--- src/source/game_pkg.sv ---
package game_pkg;

    // Seven standard pieces
    typedef enum logic [2:0] {
        PIECE_I = 3'd0,
        PIECE_O = 3'd1,
        PIECE_T = 3'd2,
        PIECE_S = 3'd3,
        PIECE_Z = 3'd4,
        PIECE_J = 3'd5,
        PIECE_L = 3'd6
    } piece_type_t;

    typedef enum logic [1:0] {
        R0   = 2'd0,                   // Spawn orientation
        R90  = 2'd1,                   // Clockwise steps from here on
        R180 = 2'd2,
        R270 = 2'd3
    } orientation_t;

    typedef struct packed {
        logic         valid;           // Lock strobe
        logic [4:0]   row;             // Box origin, top-left
        logic [4:0]   col;
        piece_type_t  piece;
        orientation_t orient;
    } piece_lock_t;

    typedef struct packed {
        logic            valid;
        logic [3:0][4:0] row;          // One entry per cell
        logic [3:0][4:0] col;
    } cell_set_t;

    typedef enum logic [2:0] {
        START_SCREEN = 3'd0,
        SPRINT_MODE  = 3'd1,
        MP_READY     = 3'd2,
        MP_MODE      = 3'd3,
        GAME_WON     = 3'd4,
        GAME_LOST    = 3'd5
    } game_screen_t;

    localparam logic [4:0] PLAYFIELD_ROWS = 5'd20;  // Visible rows 0..19, top down

endpackage

--- src/source/link_pkg.sv ---
package link_pkg;

    // Master to slave, classic cycle
    typedef struct packed {
        logic       cyc;
        logic       stb;
        logic       we;
        logic [1:0] adr;               // Register index
        logic [7:0] dat;               // Write data
    } wb_req_t;

    // Slave to master
    typedef struct packed {
        logic       ack;
        logic [7:0] dat;               // Read data, valid with ack
    } wb_rsp_t;

    // Ctrl write: bit 0 ready level, bit 1 lost pulse
    localparam logic [1:0] LINK_CTRL_ADR = 2'd0;

    // Stat read: {opp ready, local top out, screen[2:0]}
    localparam logic [1:0] LINK_STAT_ADR = 2'd1;

    localparam int CTRL_READY_BIT = 0;
    localparam int CTRL_LOST_BIT  = 1;

endpackage

--- src/source/game_screens_fsm.sv ---
`timescale 1ns/1ps

module game_screens_fsm #(
    parameter logic [5:0] sprint_lines = 6'd40     // Lines to win sprint
) (
    input  logic                   clk,
    input  logic                   rst_l,
    input  logic                   top_out,
    input  logic [5:0]             lines_cleared,
    input  logic                   start_sprint,
    input  logic                   battle_ready,
    input  logic                   ready_withdraw,
    input  logic                   opponent_ready,
    input  logic                   opponent_lost,
    output logic                   game_start,
    output logic                   game_end,
    output game_pkg::game_screen_t current_screen
);
    import game_pkg::*;

    game_screen_t state;
    game_screen_t next_state;
    logic         start_nxt;           // Pulses staged with the state change
    logic         end_nxt;

    always_comb begin
        next_state = state;
        start_nxt  = 1'b0;
        end_nxt    = 1'b0;
        case (state)
            START_SCREEN: begin
                if (start_sprint) begin
                    next_state = SPRINT_MODE;
                    start_nxt  = 1'b1;
                end else if (battle_ready) begin
                    next_state = MP_READY;     // Wait for the opponent
                end
            end
            SPRINT_MODE: begin
                if (top_out) begin
                    next_state = GAME_LOST;    // Loss wins the tie
                    end_nxt    = 1'b1;
                end else if (lines_cleared >= sprint_lines) begin
                    next_state = GAME_WON;
                    end_nxt    = 1'b1;
                end
            end
            MP_READY: begin
                if (opponent_ready) begin
                    next_state = MP_MODE;
                    start_nxt  = 1'b1;
                end else if (ready_withdraw) begin
                    next_state = START_SCREEN;
                end
            end
            MP_MODE: begin
                if (top_out) begin
                    next_state = GAME_LOST;
                    end_nxt    = 1'b1;
                end else if (opponent_lost) begin
                    next_state = GAME_WON;     // Opponent topped out
                    end_nxt    = 1'b1;
                end
            end
            GAME_WON, GAME_LOST: begin
                if (start_sprint || battle_ready) begin
                    next_state = START_SCREEN; // Any button leaves the end screen
                end
            end
            default: next_state = START_SCREEN;   // Illegal codes recover
        endcase
    end

    always_ff @(posedge clk or negedge rst_l) begin
        if (!rst_l) begin
            state      <= START_SCREEN;
            game_start <= 1'b0;
            game_end   <= 1'b0;
        end else begin
            state      <= next_state;
            game_start <= start_nxt;
            game_end   <= end_nxt;
        end
    end

    assign current_screen = state;

endmodule

--- src/source/game_screens_top.sv ---
`timescale 1ns/1ps

module game_screens_top #(
    parameter logic [5:0] sprint_lines = 6'd40
) (
    input  logic                   clk,
    input  logic                   rst_l,
    input  game_pkg::piece_lock_t  lock,
    input  logic [5:0]             lines_cleared,
    input  logic                   start_sprint,
    input  logic                   battle_ready,
    input  logic                   ready_withdraw,
    input  link_pkg::wb_req_t      wb_req,
    output link_pkg::wb_rsp_t      wb_rsp,
    output logic                   top_out,
    output logic                   game_start,
    output logic                   game_end,
    output game_pkg::game_screen_t current_screen
);
    import game_pkg::*;

    cell_set_t cells;                  // Stage 1 to stage 2
    logic      opponent_ready;         // Link level into the FSM
    logic      opponent_lost;          // Link pulse into the FSM

    tetromino_cells u_cells (
        .clk   (clk),
        .rst_l (rst_l),
        .lock  (lock),
        .cells (cells)
    );

    top_out_detect u_top_out (
        .clk     (clk),
        .rst_l   (rst_l),
        .cells   (cells),
        .top_out (top_out)
    );

    game_screens_fsm #(
        .sprint_lines (sprint_lines)
    ) u_fsm (
        .clk            (clk),
        .rst_l          (rst_l),
        .top_out        (top_out),
        .lines_cleared  (lines_cleared),
        .start_sprint   (start_sprint),
        .battle_ready   (battle_ready),
        .ready_withdraw (ready_withdraw),
        .opponent_ready (opponent_ready),
        .opponent_lost  (opponent_lost),
        .game_start     (game_start),
        .game_end       (game_end),
        .current_screen (current_screen)
    );

    opponent_link_wb u_link (
        .clk            (clk),
        .rst_l          (rst_l),
        .wb_req         (wb_req),
        .wb_rsp         (wb_rsp),
        .current_screen (current_screen),
        .local_lost     (top_out),
        .opponent_ready (opponent_ready),
        .opponent_lost  (opponent_lost)
    );

endmodule

--- src/source/opponent_link_wb.sv ---
`timescale 1ns/1ps

module opponent_link_wb (
    input  logic                   clk,
    input  logic                   rst_l,
    input  link_pkg::wb_req_t      wb_req,
    output link_pkg::wb_rsp_t      wb_rsp,
    input  game_pkg::game_screen_t current_screen,
    input  logic                   local_lost,     // Top-out pulse
    output logic                   opponent_ready,
    output logic                   opponent_lost
);
    import game_pkg::*;
    import link_pkg::*;

    logic       req;                   // Live request
    logic       ack;
    logic       ctrl_wr;
    logic       lost_flag;             // Sticky local top out
    logic [7:0] status;
    logic [7:0] rd_dat;

    assign req     = wb_req.cyc && wb_req.stb;
    assign ctrl_wr = req && !ack && wb_req.we && (wb_req.adr == LINK_CTRL_ADR);
    assign status  = {3'b000, opponent_ready, lost_flag, current_screen};

    always_ff @(posedge clk or negedge rst_l) begin
        if (!rst_l) begin
            ack            <= 1'b0;
            opponent_ready <= 1'b0;
            opponent_lost  <= 1'b0;
            lost_flag      <= 1'b0;
        end else begin
            ack           <= req && !ack;  // One cycle high, then drop
            opponent_lost <= ctrl_wr && wb_req.dat[CTRL_LOST_BIT];
            if (ctrl_wr) begin
                opponent_ready <= wb_req.dat[CTRL_READY_BIT];  // Level, set or clear
            end
            if (current_screen == START_SCREEN) begin
                lost_flag <= 1'b0;     // Fresh round
            end else if (local_lost) begin
                lost_flag <= 1'b1;
            end
        end
    end

    // Read data captured with the ack edge
    always_ff @(posedge clk) begin
        if (req && !ack) begin
            rd_dat <= (wb_req.adr == LINK_STAT_ADR) ? status : 8'h00;
        end
    end

    assign wb_rsp = '{ack: ack, dat: rd_dat};

endmodule

--- src/source/tetromino_cells.sv ---
`timescale 1ns/1ps

module tetromino_cells (
    input  logic                  clk,
    input  logic                  rst_l,
    input  game_pkg::piece_lock_t lock,
    output game_pkg::cell_set_t   cells
);
    import game_pkg::*;

    logic [3:0][3:0] offs;             // Per cell {row[1:0], col[1:0]} in the box
    logic [3:0][4:0] row_sum;
    logic [3:0][4:0] col_sum;
    logic            cell_valid;
    logic [3:0][4:0] cell_row;
    logic [3:0][4:0] cell_col;

    // Shape table at R0, cells as {row, col}
    function automatic logic [3:0][3:0] shape_of(piece_type_t p);
        case (p)
            PIECE_I: shape_of = {4'b01_00, 4'b01_01, 4'b01_10, 4'b01_11};
            PIECE_O: shape_of = {4'b00_01, 4'b00_10, 4'b01_01, 4'b01_10};
            PIECE_T: shape_of = {4'b00_01, 4'b01_00, 4'b01_01, 4'b01_10};
            PIECE_S: shape_of = {4'b00_01, 4'b00_10, 4'b01_00, 4'b01_01};
            PIECE_Z: shape_of = {4'b00_00, 4'b00_01, 4'b01_01, 4'b01_10};
            PIECE_J: shape_of = {4'b00_00, 4'b01_00, 4'b01_01, 4'b01_10};
            PIECE_L: shape_of = {4'b00_10, 4'b01_00, 4'b01_01, 4'b01_10};
            default: shape_of = '0;    // Unused code
        endcase
    endfunction

    // Quarter turn clockwise, (r, c) -> (c, 3 - r)
    function automatic logic [3:0] rot_cw(logic [3:0] rc);
        rot_cw = {rc[1:0], 2'd3 - rc[3:2]};
    endfunction

    always_comb begin
        offs = shape_of(lock.piece);
        for (int i = 0; i < 4; i++) begin
            for (int k = 0; k < 3; k++) begin
                if (k < int'(lock.orient)) begin
                    offs[i] = rot_cw(offs[i]);     // Up to three turns
                end
            end
            row_sum[i] = lock.row + {3'b000, offs[i][3:2]};  // Mod 32, above top wraps high
            col_sum[i] = lock.col + {3'b000, offs[i][1:0]};
        end
    end

    always_ff @(posedge clk or negedge rst_l) begin
        if (!rst_l) begin
            cell_valid <= 1'b0;
        end else begin
            cell_valid <= lock.valid;
        end
    end

    // Payload only loads on a lock
    always_ff @(posedge clk) begin
        if (lock.valid) begin
            cell_row <= row_sum;
            cell_col <= col_sum;
        end
    end

    assign cells = '{valid: cell_valid, row: cell_row, col: cell_col};

endmodule

--- src/source/top_out_detect.sv ---
`timescale 1ns/1ps

module top_out_detect (
    input  logic                clk,
    input  logic                rst_l,
    input  game_pkg::cell_set_t cells,
    output logic                top_out
);
    import game_pkg::*;

    logic any_high;                    // Some cell at or past the floor count

    // Wrapped rows from above the top also land here
    always_comb begin
        any_high = 1'b0;
        for (int i = 0; i < 4; i++) begin
            if (cells.row[i] >= PLAYFIELD_ROWS) begin
                any_high = 1'b1;
            end
        end
    end

    always_ff @(posedge clk or negedge rst_l) begin
        if (!rst_l) begin
            top_out <= 1'b0;
        end else begin
            top_out <= cells.valid && any_high;  // One pulse per bad lock
        end
    end

endmodule

--- config.mk ---
export PLATFORM = sky130hd
export DESIGN_NAME = game_screens_top
export DESIGN_NICKNAME = d
export VERILOG_FILES = /design/src/source/game_pkg.sv /design/src/source/link_pkg.sv /design/src/source/game_screens_fsm.sv /design/src/source/game_screens_top.sv /design/src/source/opponent_link_wb.sv /design/src/source/tetromino_cells.sv /design/src/source/top_out_detect.sv
export SDC_FILE = /design/constraint.sdc
export NUM_CORES = 1
export LEC_CHECK = 0
export BUFFER_PORTS_ARGS = -buffer_cell sky130_fd_sc_hd__buf_4
export CAP_MARGIN = 10
export CORE_UTILIZATION = 35
export DETAILED_ROUTE_END_ITERATION = 10
export GPL_TIMING_DRIVEN = 0
export PLACE_DENSITY = 0.54
export SLEW_MARGIN = 0
export SYNTH_ARGS = -nofsm -noshare
export SYNTH_HDL_FRONTEND = slang
export SYNTH_HIERARCHICAL = 1
export SYNTH_SLANG_ARGS = --single-unit
export TNS_END_PERCENT = 50
--- constraint.sdc ---
create_clock -name clk -period 1.2 [get_ports clk]
set_input_delay 0 -clock clk [delete_from_list [all_inputs] [get_ports clk]]
set_output_delay 0 -clock clk [all_outputs]
set_load 0.01 [all_outputs]
### After elaboration in Yosys (flattened, before gate mapping)

Cells that the tools add are included.

* register bits after elaboration: 39
* output and inout port bits: 15
* word-level logic and storage cells: 107

* add/sub/neg operators: 16
* $lt $le $gt $ge: 8
* eq/ne operators: 17
* mux-type cells: 37
* reduce and logical (&&, ||, !) cells: 14

Operator list (number)
* 15-bit case mux with 7 select lines: 1
* 4-bit 2-to-1 mux: 12
* 3-bit 2-to-1 mux: 9
* 2-bit subtractor, first input constant: 11
* 5-bit by 2-bit adder with 5-bit output: 4
* 5-bit >= comparator, second input constant: 4
* 3-bit equality test, second input constant: 5
* 3-bit case mux with 5 select lines: 1
* 3-bit by 2-bit equality test with 1-bit output, second input constant: 4
* 1-bit 2-to-1 mux: 12
* 3-bit by 2-bit != test with 1-bit output, second input constant: 3
* 3-bit by 1-bit equality test with 1-bit output, second input constant: 2
* 6-bit >= comparator, second input constant: 1
* 1-bit logical AND: 6
* 3-bit zero test: 2
* 5-bit AND reduction: 1
* 1-bit by 2-bit less-than comparator with 1-bit output, first input constant: 2
* 1-bit case mux with 2 select lines: 2
* 3-bit != test, second input constant: 1
* 2-bit by 1-bit equality test with 1-bit output, second input constant: 1
* 2-bit zero test: 1
* 2-bit less-than comparator, first input constant: 1
* 2-bit by 1-bit != test with 1-bit output, second input constant: 1
* 2-bit nonzero test: 1
* other kinds (4): 4

### Depth between registers and ports, before layout

* depth after elaboration: 9
* depth in mapped cells: 10
* gate-level depth less buffers: 8

### Hierarchy

Netlist, hierarchy kept.

By module, submodules not included
* tetromino_cells: times used 1, cells an instance 182, area an instance 2389.8 um2
* opponent_link_wb: times used 1, cells an instance 27, area an instance 377.9 um2
* game_screens_fsm: times used 1, cells an instance 23, area an instance 261.5 um2
* top_out_detect: times used 1, cells an instance 7, area an instance 57.6 um2

### Least setup slack after synthesis

No wires, ideal clock.

* kind: input to register
* start: in lock[0] in the netlist's numbering
* end: reg u_cells.cell_row, in the netlist u_cells/cells[34], data pin
* library setup time: 0.260 ns
* arrival: 1.526 ns
* data required time: 0.940 ns
* slack: -0.586 ns
* stages: 9
* buffers on the path: 1
* cell sequence: buf_2 > and4bb_2 > a211oi_1 > xnor2_1 > ha_1 > inv_1 > fa_1 > nor2_1 > xor2_1

RTL lines
* start, declared: line game_screens_top.sv:8 `input game_pkg::piece_lock_t lock,`
* end signal, assigned: line tetromino_cells.sv:61 `cell_row <= row_sum;`
* end, declared: line tetromino_cells.sv:15 `logic [3:0][4:0] cell_row;`

==> flow_results.xml <==
<?xml version="1.0" encoding="UTF-8"?>
<metrics>
  <group name="hold_path">
    <metric name="holdPathStages" unit="">4</metric>
    <metric name="hold_end" unit="">u_link/opponent_lost</metric>
    <metric name="min-delay-start" unit="">wb_req[8]</metric>
    <metric name="hold_path_class" unit="">in2reg</metric>
  </group>
  <group name="placed_design">
    <metric name="gpl.final_weighted_congestion" unit="">0.7483</metric>
    <metric name="placement.setup.worst_slack" unit="ps">-643.3</metric>
    <metric name="detailedPlacementHpwl" unit="microns">2395</metric>
    <metric name="port_buffers" unit="">33</metric>
  </group>
  <group name="global_route">
    <metric name="track_usage" unit="%">12.11</metric>
    <metric name="grt_overflow" unit="">0</metric>
    <metric name="grt_start_max_net_pins" unit="">17</metric>
    <metric name="grt_pass1_wl" unit="microns">4864</metric>
    <metric name="grt_antenna_before_repair" unit="">0</metric>
    <metric name="first_global_vias" unit="">1148</metric>
  </group>
  <group name="power">
    <metric name="intPower" unit="mW">2.159</metric>
    <metric name="power.net_switching" unit="mW">0.8363</metric>
    <metric name="seqPwrFrac" unit="%">45.5</metric>
    <metric name="finalPower" unit="mW">2.996</metric>
    <metric name="p_per_area" unit="nW/um^2">1252</metric>
    <metric name="sw_frac_of_total" unit="%">27.92</metric>
    <metric name="clockPowerShare" unit="%">24.1</metric>
    <metric name="leakagePower" unit="nW">1.030</metric>
    <metric name="peakVddDrop" unit="uV">548.5</metric>
    <metric name="power.share.combinational" unit="%">30.4</metric>
  </group>
  <group name="critical_path">
    <metric name="cp-start-kind" unit="">input port</metric>
    <metric name="regToRegSetupSlack" unit="ps">-50</metric>
    <metric name="timing.critical_path.arrival" unit="ps">1520</metric>
    <metric name="critPathMaxFanout" unit="">3</metric>
    <metric name="worstPathRequired" unit="ps">1230</metric>
    <metric name="critPathKind" unit="">in2reg</metric>
    <metric name="worst_r2r_path_depth" unit="">3</metric>
    <metric name="worstSetupEndpointType" unit="">flip-flop</metric>
    <metric name="timing.rr.start" unit="">u_link/ack</metric>
    <metric name="crit-reg2reg-capture" unit="">u_link/opponent_ready</metric>
  </group>
  <group name="routing">
    <metric name="vias" unit="">1161</metric>
    <metric name="drcViolationCount" unit="">0</metric>
    <metric name="dr.first_iter.drc_count" unit="">60</metric>
    <metric name="finalWirelength" unit="microns">3214</metric>
    <metric name="drt.antenna.violating_nets" unit="">0</metric>
    <metric name="routed_wire_length_per_instance" unit="microns">12.08</metric>
    <metric name="drtPass1Iterations" unit="">3</metric>
    <metric name="vias_per_cell" unit="">4.365</metric>
  </group>
  <group name="final_layout">
    <metric name="design.final.nets" unit="">252</metric>
    <metric name="layout.filler_cells" unit="">422</metric>
    <metric name="multi_input_comb_area" unit="sq um">938.4</metric>
    <metric name="layout.area.seq" unit="sq um">785.8</metric>
    <metric name="drive_gt1_share" unit="%">47.24</metric>
    <metric name="area_growth" unit="%">39.33</metric>
    <metric name="antennaDiodeCount" unit="">0</metric>
  </group>
  <group name="sta">
    <metric name="timing.final.ws_setup" unit="ps">-287.7</metric>
    <metric name="tns" unit="ps">-2370</metric>
    <metric name="finalMaxSlewViolations" unit="">0</metric>
    <metric name="fin_skew" unit="ps">4.540</metric>
    <metric name="number_of_hold_violations_in_the_final_report" unit="">0</metric>
    <metric name="rsz0062_at_grt" unit="">yes</metric>
    <metric name="setup_viol" unit="">15</metric>
    <metric name="period_minus_slack" unit="ps">1488</metric>
    <metric name="maxClockFrequency" unit="MHz">672.2</metric>
    <metric name="min_period_over_period" unit="%">124.0</metric>
    <metric name="finalHoldWorstSlack" unit="ps">11.71</metric>
  </group>
  <group name="cts">
    <metric name="cts_root_buf" unit="">sky130_fd_sc_hd__clkbuf_8</metric>
    <metric name="clock_sink_count" unit="">28</metric>
    <metric name="clk-insertion-delay-late" unit="ps">270</metric>
    <metric name="cts_buffers" unit="">3</metric>
    <metric name="cts-htree-levels" unit="">1</metric>
    <metric name="clkTransAtPathRegs" unit="ps">90</metric>
    <metric name="tritoncts" unit="">yes</metric>
    <metric name="cts.path.max_buffers" unit="">2</metric>
  </group>
  <group name="floorplanning">
    <metric name="die-width" unit="microns">72.06</metric>
    <metric name="die_height" unit="microns">72.06</metric>
    <metric name="core-area" unit="sq um">4723</metric>
    <metric name="fp-row-count" unit="">25</metric>
    <metric name="io-pin-count" unit="">55</metric>
    <metric name="starting_density_of_the_core" unit="%">36.37</metric>
    <metric name="die-area" unit="sq um">5193</metric>
  </group>
  <group name="status">
    <metric name="violated_checks" unit="">setup timing</metric>
    <metric name="outcome" unit="">complete, but fails checks</metric>
  </group>
  <group name="yosys">
    <metric name="synthCells" unit="">150</metric>
    <metric name="synth_warnings" unit="">6</metric>
    <metric name="post_synth_instance_area" unit="sq um">1718</metric>
    <metric name="synthesis.area_per_instance" unit="sq um">11.45</metric>
  </group>
  <group name="run">
    <metric name="max-cap-violations" unit="">0</metric>
  </group>
</metrics>
-- power groups by stage --
stage,sequential [mW],clock (mW),combinational [mW]
floorplan,1.38,0,0.484
global placement,1.37,0,0.806
detailed placement,1.38,0,0.822
CTS,1.36,0.743,0.861
global route,1.38,0.776,0.994
finish,1.36,0.722,0.912
-- worst max-delay path, stage by stage --
cell                       delay, ps
sky130_fd_sc_hd__buf_6            90
sky130_fd_sc_hd__buf_8           110
sky130_fd_sc_hd__and4bb_2        220
sky130_fd_sc_hd__a211oi_2        180
sky130_fd_sc_hd__xnor2_1         150
sky130_fd_sc_hd__ha_2            210
sky130_fd_sc_hd__inv_2            40
sky130_fd_sc_hd__fa_2            360
sky130_fd_sc_hd__nor2_2          100
sky130_fd_sc_hd__xor2_1           60
-- area by class of cell --
cell class	count	share of cell area [%]
flip-flops and latches	28	32.83
well taps	67	3.502
plain buffers	16	5.750
clock buffers	3	1.725
inverters	7	1.098
repair buffers	43	14.64
multi-input cells	101	39.21
clock inverters	1	1.255
-- metrics by stage --
stage                     instances  util (%)  cell area [sq um]
after global routing            266     50.68               2394
after detailed placement        252     44.87               2120
after floorplan                 152         -               1788
final                           266     50.68               2394
after CTS                       264     48.69               2300
after global placement          252     44.87               2120
-- state kept, by name, indices dropped and copies added, names as in the netlist --
register,cells
u_cells/cell_valid,1
u_top_out/top_out,1
u_link/lost_flag,1
u_fsm/current_screen,3
u_cells/cells,12
u_fsm/game_end,1
u_link/opponent_ready,1
u_link/opponent_lost,1
u_fsm/game_start,1
u_link/ack,1
u_link/rd_dat,5
-- worst max path at each step --
stage               startpoint           endpoint  depth (start not counted)
global placement       lock[4]  u_cells/cells[34]                         10
floorplan              lock[4]  u_cells/cells[34]                          9
detailed placement     lock[4]  u_cells/cells[34]                         10
finish                 lock[4]  u_cells/cells[34]                         10
global route           lock[4]  u_cells/cells[34]                         10
CTS                    lock[4]  u_cells/cells[34]                         10
-- repair_timing --
item / 4_1_cts / 5_1_grt
hold buffers: 5 / 0
cloned: 0 / 0
pin swaps: 11 / 12
resized for setup: 7 / 16
endpoints found under the setup margin: 15 / 16
endpoints found under the hold margin: 14 / 0
setup buffers: 3 / 2
-- metal layers --
layer  GRT usage, %  share of wire (%)  vias up
met2          23.16                 53       31
met1          13.49                 43      537
met5              0                  0        -
li1               -                  -      591
met3          1.667                3.2        2
met4          4.575               0.96        0
-- placed cells by master, fill, tap and decap left out, types with 3 or more instances in the layout --
cell,count
sky130_fd_sc_hd__buf_4,40
sky130_fd_sc_hd__conb_1,3
sky130_fd_sc_hd__o21ai_0,3
sky130_fd_sc_hd__ha_1,4
sky130_fd_sc_hd__dlygate4sd3_1,5
sky130_fd_sc_hd__buf_2,5
sky130_fd_sc_hd__xor2_1,6
sky130_fd_sc_hd__fa_2,4
sky130_fd_sc_hd__nand3_2,4
sky130_fd_sc_hd__edfxtp_1,17
sky130_fd_sc_hd__nand2b_1,3
sky130_fd_sc_hd__buf_6,6
sky130_fd_sc_hd__dfrtp_1,11
sky130_fd_sc_hd__ha_2,4
sky130_fd_sc_hd__buf_8,3
sky130_fd_sc_hd__inv_1,5
sky130_fd_sc_hd__nand2_1,10
sky130_fd_sc_hd__and2_1,5
sky130_fd_sc_hd__a21oi_2,3
sky130_fd_sc_hd__xnor2_1,14
sky130_fd_sc_hd__a21o_1,5
sky130_fd_sc_hd__clkbuf_8,3
No activity file was read; power rests on OpenSTA's default activity.
